<file path="config.mk">
export PLATFORM = sky130hd
export DESIGN_NAME = mic_frontend
export DESIGN_NICKNAME = d
export VERILOG_FILES = /design/src/mic_pkg.sv /design/src/fft_sample_window.sv /design/src/i2s_clock_gen.sv /design/src/mic_frontend.sv /design/src/mic_sample_receiver.sv
export SDC_FILE = /design/constraint.sdc
export NUM_CORES = 1
export LEC_CHECK = 0
export ABC_AREA = 1
export BUFFER_PORTS_ARGS = -buffer_cell sky130_fd_sc_hd__buf_4
export CAP_MARGIN = 20
export CORE_MARGIN = 2
export CORE_UTILIZATION = 50
export DETAILED_ROUTE_END_ITERATION = 16
export GPL_TIMING_DRIVEN = 0
export HOLD_SLACK_MARGIN = 0.1
export PLACE_DENSITY = 0.73
export SYNTH_ARGS = -nofsm -noshare
export SYNTH_HDL_FRONTEND = slang
export SYNTH_HIERARCHICAL = 1
export SYNTH_SLANG_ARGS = --single-unit
export TNS_END_PERCENT = 100
</file>
<file path="constraint.sdc">
create_clock -name clk -period 4.7 [get_ports clk]
set_input_delay 0.47 -clock clk [delete_from_list [all_inputs] [get_ports clk]]
set_output_delay 0.47 -clock clk [all_outputs]
set_load 0.02 [all_outputs]
</file>
<file path="src/mic_pkg.sv">
package mic_pkg;

	// Frame format of the I2S MEMS microphone

	// Data bits kept per word
	localparam int sample_bits = 18;

	// Bit clock periods per word
	localparam int slot_count = 32;

	// System clocks per bit clock period
	localparam int bclk_div = 4;

	// Samples handed to the 16-point FFT
	localparam int window_depth = 16;

	// Raw or calibrated microphone word
	typedef logic [sample_bits-1:0] sample_t;

	// Bit slot within one word
	typedef logic [$clog2(slot_count)-1:0] slot_t;

	// Entry 0 holds the newest sample
	typedef sample_t [window_depth-1:0] window_t;

	// DC base level correction, 226 * 32
	// Added modulo 2**18 so large words wrap
	localparam sample_t cal_offset = sample_t'(226 * 32);

endpackage

</file>
<file path="src/fft_sample_window.sv">
`timescale 1ns/1ns

module fft_sample_window (
	input  logic             clk,
	input  logic             reset,
	input  mic_pkg::sample_t sample,
	input  logic             sample_valid,
	output mic_pkg::window_t window,
	output logic             new_window
);
	import mic_pkg::*;

	// Sliding window of calibrated samples
	// Entry 0 newest, entry 15 oldest
	always_ff @(posedge clk) begin
		if (!reset) begin
			window <= '0;
		end else if (sample_valid) begin
			// Every entry ages by one place
			for (int k = window_depth - 1; k > 0; k--) begin
				window[k] <= window[k-1];
			end
			// Newest sample enters at the front
			window[0] <= sample;
		end
	end

	// Strobe for the FFT
	// Window already holds the new sample when this is high
	always_ff @(posedge clk) begin
		if (!reset) begin
			new_window <= 1'b0;
		end else begin
			new_window <= sample_valid;
		end
	end

endmodule

</file>
<file path="src/i2s_clock_gen.sv">
`timescale 1ns/1ns

module i2s_clock_gen (
	input  logic           clk,
	input  logic           reset,
	output logic           bclk,
	output logic           lrclk,
	output mic_pkg::slot_t slot,
	output logic           bit_strobe
);
	import mic_pkg::*;

	// Position inside one bit clock period
	logic [1:0] phase;
	logic [1:0] phase_next;

	// Cycle where bclk goes low
	logic       bclk_fall;

	// Slot 31 of the current word
	logic       last_slot;

	// Phase counter wraps once per bclk period
	always_comb begin
		if (phase == 2'(bclk_div - 1)) begin
			phase_next = '0;
		end else begin
			phase_next = phase + 2'd1;
		end
	end

	// First half of the period is high
	// So the fall is at the start of the second half
	assign bclk_fall = (phase_next == 2'(bclk_div / 2));

	assign last_slot = (slot == slot_t'(slot_count - 1));

	// Bit clock and sampling strobe
	always_ff @(posedge clk) begin
		if (!reset) begin
			phase      <= '0;
			bclk       <= 1'b1;
			bit_strobe <= 1'b0;
		end else begin
			phase      <= phase_next;
			// High for phases 0 and 1
			bclk       <= (phase_next < 2'(bclk_div / 2));
			// Pulse in the same cycle bclk rises
			bit_strobe <= (phase_next == '0);
		end
	end

	// Slot index and word select
	// Both move with the falling bclk, same as mic data
	always_ff @(posedge clk) begin
		if (!reset) begin
			slot  <= '0;
			// Right channel comes first
			lrclk <= 1'b1;
		end else if (bclk_fall) begin
			if (last_slot) begin
				slot  <= '0;
				// Word boundary
				lrclk <= ~lrclk;
			end else begin
				slot <= slot + slot_t'(1);
			end
		end
	end

endmodule

</file>
<file path="src/mic_frontend.sv">
`timescale 1ns/1ns

module mic_frontend (
	input  logic             clk,
	input  logic             reset,
	input  logic             dout,
	output logic             bclk,
	output logic             lrclk,
	output logic             new_window,
	output mic_pkg::window_t window
);
	import mic_pkg::*;

	// Bit slot index from the clock generator
	slot_t   slot;

	// High in the cycle bclk rises
	logic    bit_strobe;

	// Calibrated left-channel word
	sample_t sample;
	logic    sample_valid;

	// Bit clock and word select for the microphone
	i2s_clock_gen u_clock_gen (
		.clk        (clk),
		.reset      (reset),
		.bclk       (bclk),
		.lrclk      (lrclk),
		.slot       (slot),
		.bit_strobe (bit_strobe)
	);

	// Serial data in, left word out with offset added
	mic_sample_receiver u_receiver (
		.clk          (clk),
		.reset        (reset),
		.dout         (dout),
		.lrclk        (lrclk),
		.slot         (slot),
		.bit_strobe   (bit_strobe),
		.sample       (sample),
		.sample_valid (sample_valid)
	);

	// Sixteen newest samples for the FFT
	fft_sample_window u_window (
		.clk          (clk),
		.reset        (reset),
		.sample       (sample),
		.sample_valid (sample_valid),
		.window       (window),
		.new_window   (new_window)
	);

endmodule

</file>
<file path="src/mic_sample_receiver.sv">
`timescale 1ns/1ns

module mic_sample_receiver (
	input  logic             clk,
	input  logic             reset,
	input  logic             dout,
	input  logic             lrclk,
	input  mic_pkg::slot_t   slot,
	input  logic             bit_strobe,
	output mic_pkg::sample_t sample,
	output logic             sample_valid
);
	import mic_pkg::*;

	// Serial bits of the current word, MSB first
	sample_t shift_reg;

	// Shift register after taking the current bit
	sample_t next_word;

	// Slot decodes
	logic    capture_slot;
	logic    final_slot;
	logic    clear_slot;

	// Last bit of a left word arrives now
	logic    left_done;

	// Slots 0 to 17 carry data
	assign capture_slot = (slot < slot_t'(sample_bits));

	// Slot 17 holds the LSB
	assign final_slot = (slot == slot_t'(sample_bits - 1));

	// Slot 18 starts the unused tail
	assign clear_slot = (slot == slot_t'(sample_bits));

	assign next_word = {shift_reg[sample_bits-2:0], dout};

	// Word select low means left channel
	assign left_done = bit_strobe && final_slot && !lrclk;

	// Deserializer
	always_ff @(posedge clk) begin
		if (!reset) begin
			shift_reg <= '0;
		end else if (bit_strobe) begin
			if (capture_slot) begin
				shift_reg <= next_word;
			end else if (clear_slot) begin
				// Tail bits never reach the next word
				shift_reg <= '0;
			end
		end
	end

	// Calibrated sample
	// Includes the slot-17 bit taken in this same cycle
	// Wraps modulo 2**18 through the sample_t width
	always_ff @(posedge clk) begin
		if (left_done) begin
			sample <= next_word + cal_offset;
		end
	end

	// One pulse per left word
	// Right-channel words end here too but are dropped
	always_ff @(posedge clk) begin
		if (!reset) begin
			sample_valid <= 1'b0;
		end else begin
			sample_valid <= left_done;
		end
	end

endmodule

</file>
# After elaboration in Yosys (flattened, before gate mapping)
# Index checks and enable logic that the tools add are counted.
op_classes:
  muxes: 4
  magnitude_cmp: 2
  n_eq_ne: 5
  reduce_logical: 7
  bitwise_logic: 1
  addsub: 3
op_table:
  columns: ["op", "count"]
  rows:
  - ["$mux 17", 2]
  - ["$add 18x13->18 const B", 1]
  - ["$eq 5x5->1 const B", 3]
  - ["$add 5x1->5 const B", 1]
  - ["$lt 5x5->1 const B", 1]
  - ["$mux 5", 1]
  - ["$eq 2x2->1 const B", 2]
  - ["$reduce_and 2->1", 2]
  - ["$add 2x1->2 const B", 1]
  - ["$logic_and 1x1->1", 2]
  - ["$logic_not 2->1", 1]
  - ["$lt 2x2->1 const B", 1]
  - ["$mux 2", 1]
  - ["$reduce_bool 2->1", 1]
  - ["$logic_not 1->1", 1]
  - ["$not 1->1", 1]
word_totals:
  word_cells: 47
  reg_bits: 335
  out_inout_bits: 291
  input_bits: 3

# Depth between registers and ports, before layout
# Gate-level depths: netlist of run 1.
logic_depth:
  ltp_word: 4
  depth_mapped: 8
  depth_no_buf: 8

# By module
# Netlist of run 1, hierarchy kept.
by_module_without_submodules:
  columns: ["module", "cells_per_inst", "instances", "seq_area_each_um2", "area_per_inst_um2"]
  rows:
  - ["fft_sample_window", 1827, 1, 5785.5, 12085.3]
  - ["mic_sample_receiver", 144, 1, 900.9, 1493.9]
  - ["i2s_clock_gen", 49, 1, 200.2, 411.6]

# Worst setup path before layout of run 1
# No wires, ideal clock.
synth_path:
  path_type: "reg-to-reg"
  startpoint: "register u_clock_gen.bit_strobe"
  endpoint: "register u_receiver.sample[0], enable pin"
  setup_slack_ps: 2886
  arrival_ps: 1422
  n_path_buf: 1
  setup_time_ps: 392
  t_required_ps: 4308
  stages_incl_launch_ff: 6
  synth_period_minus_slack_ps: 1814
  cell_sequence: "dfxtp_1 buf_6 inv_2 nor2_1 nand3_1 nor2_1"
synth_between:
  elab_chain_len: 2
synth_lines:
  columns: ["item", "line_no", "source"]
  rows:
  - ["start: declaration", "i2s_clock_gen.sv:9", "output logic bit_strobe"]
  - ["start signal: assignment", "i2s_clock_gen.sv:49", "bit_strobe <= (phase_next == '0);"]
  - ["$logic_and 1x1->1 (2 in a row)", "mic_sample_receiver.sv:41", "assign left_done = bit_strobe && final_slot && !lrclk;"]
  - ["net u_receiver.left_done", "mic_sample_receiver.sv:27", "logic left_done;"]
  - ["end signal: assignment", "mic_sample_receiver.sv:62", "sample <= next_word + cal_offset;"]
  - ["end: declaration", "mic_sample_receiver.sv:10", "output mic_pkg::sample_t sample,"]
# The timed path passes the listed nets, and every way through them passes these cells.
# A chain may end at the register's enable or synchronous reset.

# Final worst setup path of run 1
layout_path:
  startpoint: "register u_clock_gen.bit_strobe"
  endpoint: "register u_receiver.sample[12], enable pin"
# Same word-level chain as after synthesis.

==> results of run 1 <==
where the power goes:
group	switching (uW)	internal (uW)
clock network	1110	1710
logic	102	58.1
registers	7.26	2870
stage by stage:
step                 util  total power [uW]  cells  hold WS [ns]
finish              0.646              5850   2755         0.164
global route        0.646              6040   2755         0.147
CTS                 0.646              5920   2755         0.146
detailed placement  0.604              3100   2692         0.460
global placement    0.603              3090   2691         0.448
floorplan               -              3060   2020         0.432
worst max-delay path by stage:
stage	endpoint	slack (ns)
after floorplan	u_receiver/sample[0]	2.89
after global placement	u_receiver/sample[7]	2.55
after detailed placement	u_receiver/sample[10]	2.88
after CTS	u_receiver/sample[12]	2.87
after global routing	u_receiver/sample[8]	2.80
final	u_receiver/sample[12]	2.88
Yosys cell counts:
master / n
xnor2_1: 2
nand2_4: 2
nor2_2: 4
nor3b_1: 1
dfxtp_1: 317
clkbuf_1: 3
nor3_1: 4
and3_1: 1
ha_1: 6
buf_1: 4
edfxtp_1: 18
o21ai_0: 2
inv_2: 1
nor2_1: 588
nand2_1: 598
xor2_1: 8
buf_6: 59
nand2_2: 3
nand3_1: 38
inv_1: 304
a21oi_1: 19
buf_2: 9
clkinv_1: 1
buf_4: 28
worst max-delay path, stage by stage, from the launching register on:
cell and delay [ns]:
dfxtp_1 0.32, buf_6 0.15, inv_2 0.05, nor2_1 0.09, nand3_1 0.11, nor2_1 0.57
buf_6 0.25
placed cells by master (no fill, tap or decap):
cell type	n
nand2_4	2
nand3_1	38
a21oi_1	19
nor3b_1	1
clkbuf_1	15
buf_6	60
dfxtp_1	317
nor2_1	588
nor2_2	4
nand2_1	598
bufinv_16	3
xor2_1	8
clkinv_1	1
edfxtp_1	18
xnor2_1	2
inv_1	304
and3_1	1
o21ai_0	2
buf_1	4
clkbuf_8	6
ha_1	6
nor3_1	4
inv_2	1
clkinv_2	5
buf_2	9
nand2_2	3
buf_4	321
clkbuf_16	37
layout make-up:
class	instances	share of cell area
Sequential cell	335	0.386
Tap cell	378	0.0265
Clock buffer	55	0.0590
Buffer	103	0.0530
Timing Repair Buffer	294	0.124
Multi-Input combinational cell	1276	0.281
Clock inverter	8	0.00645
Inverter	306	0.0644
cell families after synthesis:
logic type | count (synthesis)
buffers and inverters | 409
xor gates and xnor gates | 10
AOI/OAI and AO/OA | 21
adders and majority gates | 6
DFF | 335
and+or+nand+nor | 1239
metal layers:
| layer | track usage | wire (um) | vias to the layer above |
|---|---|---|---|
| li1 | - | - | 6483 |
| met1 | 0.297 | 15500 | 5650 |
| met2 | 0.414 | 17200 | 338 |
| met3 | 0.0603 | 2880 | 66 |
| met4 | 0.0895 | 1200 | 0 |
| met5 | 0 | 0 | - |
==> flow_summary.ini, run 1 <==
[timing]
max_slew_margin = 0.526
rsz0062_at_grt = false
fin_skew_ns = 0.0193
fmax_mhz = 549
period_share = 0.388
hold_viol_final = 0
report.final.slew_viol_count = 0
fin_crit_ns = 1.82
worst_slack_ns = 2.88
setup_violations = 0
worstMarginPinSlew_ns = 0.709
tns_ns = 0

[grt]
grt_pass1_vias = 11400
antenna_found_initial = 0
overflow = 0
grtUsageTotal = 0.243
grt_first_pass_wirelength_um = 57100
grt_max_degree = 14

[clock_tree]
cts_resized = 0
numCtsBuffers = 37
insertion_delay_ns = 0.51
clock-sinks = 335
ctsLongestPathBuffers = 3
cts-root-buf = clkbuf_16
clkTransAtPathRegs_ns = 0.05
cts_hold_buf = 0
h-tree-depth = 2
cts_tree = done
postCtsSetupBuffers = 0

[run_status]
status = finished, final reports clean

[layout]
nets = 2362
drive_above_1_share = 0.190
seq_area_mm2 = 0.00689
syn2layout_area_growth_pct = 27.5
finish.instance_area_mm2 = 0.0178
multi_input_area_mm2 = 0.00501
largest_register_ffs = 288
num_antenna_cells = 0
fillers = 2560

[floorplan]
core_area_mm2 = 0.0276
die_h_um = 171
rows = 61
ios = 294
dieArea_mm2 = 0.0293
die_w_um = 171
floorplan.initialDensity = 0.506

[critical_path]
r2r-end = u_receiver/sample[12]
rrSetupSlack_ns = 2.88
required_ns = 4.91
startpoint = u_clock_gen/bit_strobe
worstSetupStartpointType = flip-flop
end_kind = flip-flop
reg2reg_depth = 6
regToRegStartpoint = u_clock_gen/bit_strobe
critical_path_class = reg2reg
cp_data_arrival_time_ns = 2.04
cp_max_fo = 11

[logic_synthesis]
syn_area_mm2 = 0.0140
syn-mean-instance-area_um2 = 6.93
muxShareOfSynthArea = 0
synth_fp_nets = 2029
synth-simple-area-share = 0.339
synth.top_cell.area_share = 0.454
synth_seq_area_share = 0.492
ys_warn_count = 6
synth_largest_area_cell = dfxtp_1
synth-seq-cells = 335
synth_xor_area_frac = 0.00626
syn_inst = 2020
ys_types = 24
ys_top_cells_by_area = dfxtp_1 (45%), nand2_1 (16%), nor2_1 (16%)
synth_fa_ha_area_frac = 0.00537
synth_top_family_by_area = simple AND/OR/NAND/NOR gates
synth_compound_area_frac = 0.00751

[power]
ir_drop_mv = 0.287
power_density_mw_per_mm2 = 328
p_leak_uw = 0.00775

[drt]
drt-vias-per-instance = 4.55
drtIter0Drc = 705
wl_per_cell_um = 13.4
ant_nets = 0
drt_pass1_iterations = 5
routed_wl_um = 36800
vias = 12500
drcViolationCount = 0

[placed_design]
portBuffers = 293
gp_congestion = 0.880
dp_hpwl_um = 27900
pre_cts_slack_ns = 2.88
place_area_mm2 = 0.0167

[min_path]
worstHoldStart = dout
hold_class = in2reg
holdPathEnd = u_receiver/sample[0]
hold-path-cell-count = 1

[run]
cap_violations = 0
No activity file was read; power rests on OpenSTA's default activity.
==> run 2: changes to the inputs <==
- clock period: 4.7 -> 1.8 ns (I/O delays scaled with it)
==> run 2 against run 1 <==
Final cell count unchanged. Worst hold slack improved by 0.25 ns. Clock skew increased by 0.0016 ns. Setup slack got worse by 2.6 ns. Power increased to 2.6 times the previous value. Critical endpoint is now u_receiver/sample[7].
==> flow_summary.ini, run 2 (synthesis results as in run 1) <==
[run_status]
status = finished, final reports clean

[critical_path]
cpLargestDelayFamily = simple AND/OR/NAND/NOR gates
cp_slowest_cell = nor2_4
critical_path_class = reg2reg
worstPathCellList = buf_6, inv_2, nor2_1, nand3_1, nor2_4
end_kind = flip-flop
path_buf_inv = 2
required_ns = 1.94
cp_max_fo = 18
slowest_delay_ns = 0.46
worstSetupStartpointType = flip-flop
cp_data_arrival_time_ns = 1.70

[drt]
routed_wl_um = 37500
drtIter0Drc = 833
drcViolationCount = 0
vias = 12500
wl_per_cell_um = 13.6
ant_nets = 0
drt_pass1_iterations = 7
drt-vias-per-instance = 4.54

[timing]
hold_viol_final = 0
report.final.slew_viol_count = 0
period_share = 0.870
fin_skew_ns = 0.0209
fmax_mhz = 639
setup_violations = 0
worstMarginPinSlew_ns = 0.537
fin_crit_ns = 1.57
max_slew_margin = 0.641
rsz0062_at_grt = false
holdWs_ns = 0.412

[floorplan]
die_w_um = 171
die_h_um = 171
ios = 294
rows = 61
dieArea_mm2 = 0.0293
floorplan.initialDensity = 0.506
core_area_mm2 = 0.0276

[clock_tree]
cts-root-buf = clkbuf_16
h-tree-depth = 2
insertion_delay_ns = 0.51
clkTransAtPathRegs_ns = 0.06
cts_tree = done
ctsLongestPathBuffers = 3
numCtsBuffers = 37
clock-sinks = 335

[layout]
seq_area_mm2 = 0.00689
nets = 2363
num_antenna_cells = 0
layout_common_cells = nand2_1 (598), nor2_1 (587), buf_4 (321)
drive_above_1_share = 0.190
multi_input_area_mm2 = 0.00502
fillers = 2608
largest_register_ffs = 288
instances_no_fill = 2755
mostFrequentLayoutCell = nand2_1
syn2layout_area_growth_pct = 27.3

[min_path]
hold_class = in2reg

[placed_design]
dp_hpwl_um = 28500
portBuffers = 293
gp_congestion = 0.876
dp_cells = 2691

[grt]
grt_pass1_vias = 11500
grt_max_degree = 19
grt_first_pass_wirelength_um = 57800
antenna_found_initial = 0
grtUsageTotal = 0.247
overflow = 0

[power]
power_density_mw_per_mm2 = 840
p_leak_uw = 0.00773
ir_drop_mv = 0.765

[run]
cap_violations = 0
==> run 2: cell type report <==
type	count	share of cell area
inverters	306	0.0645
well taps	378	0.0266
plain buffers	103	0.0531
repair buffers	295	0.125
clock buffers	55	0.0603
flip-flops and latches	335	0.387
clock inverters	7	0.00260
multi-input cells	1276	0.282
==> run 2: repair_timing <==
item,4_1_cts,5_1_grt
hold buffers,2,0
gates resized for setup,1,0
endpoints found under the hold margin,19,0
setup endpoints to repair,18,0
buffers inserted,0,0
==> run 2: power breakdown <==
group / internal [uW] / switching [uW]
clock: 4110 / 2910
combinational: 155 / 272
sequential: 7490 / 18.3
==> run 2: worst reg2reg max path, stage by stage (launching register included) <==
cell and delay [ns]:
dfxtp_1 0.33, buf_6 0.15, inv_2 0.05, nor2_1 0.07, nand3_1 0.14, nor2_4 0.46
==> run 2: metal layers <==
metal	global-route usage	wire length, um	part of all wire	up-vias
met3	0.0474	2220	0.059	66
li1	-	-	-	6482
met4	0.0796	1030	0.028	0
met1	0.307	16200	0.43	5672
met5	0	0	0	-
met2	0.434	18000	0.48	298
==> run 2: path summary, 6_finish.rpt <==
kind,slack [ns],depth (start not counted),from,end
max reg2reg,0.23,5,u_clock_gen/bit_strobe,u_receiver/sample[7]
max,0.23,5,u_clock_gen/bit_strobe,u_receiver/sample[7]
min,0.41,2,dout,u_receiver/sample[0]
min reg2reg,0.45,0,u_receiver/shift_reg[0],u_receiver/sample[1]
==> run 2: stage by stage <==
step	total power, uW	util	instance area (um2)	worst slack [ns]	setup TNS, ns
finish	15000	0.645	17800	0.234	0
global placement	8080	0.603	16700	0.0755	0
floorplan	7990	-	14000	0.267	0
CTS	15100	0.645	17800	0.221	0
detailed placement	8090	0.603	16700	-0.0228	-0.398
global route	15500	0.645	17800	0.124	0
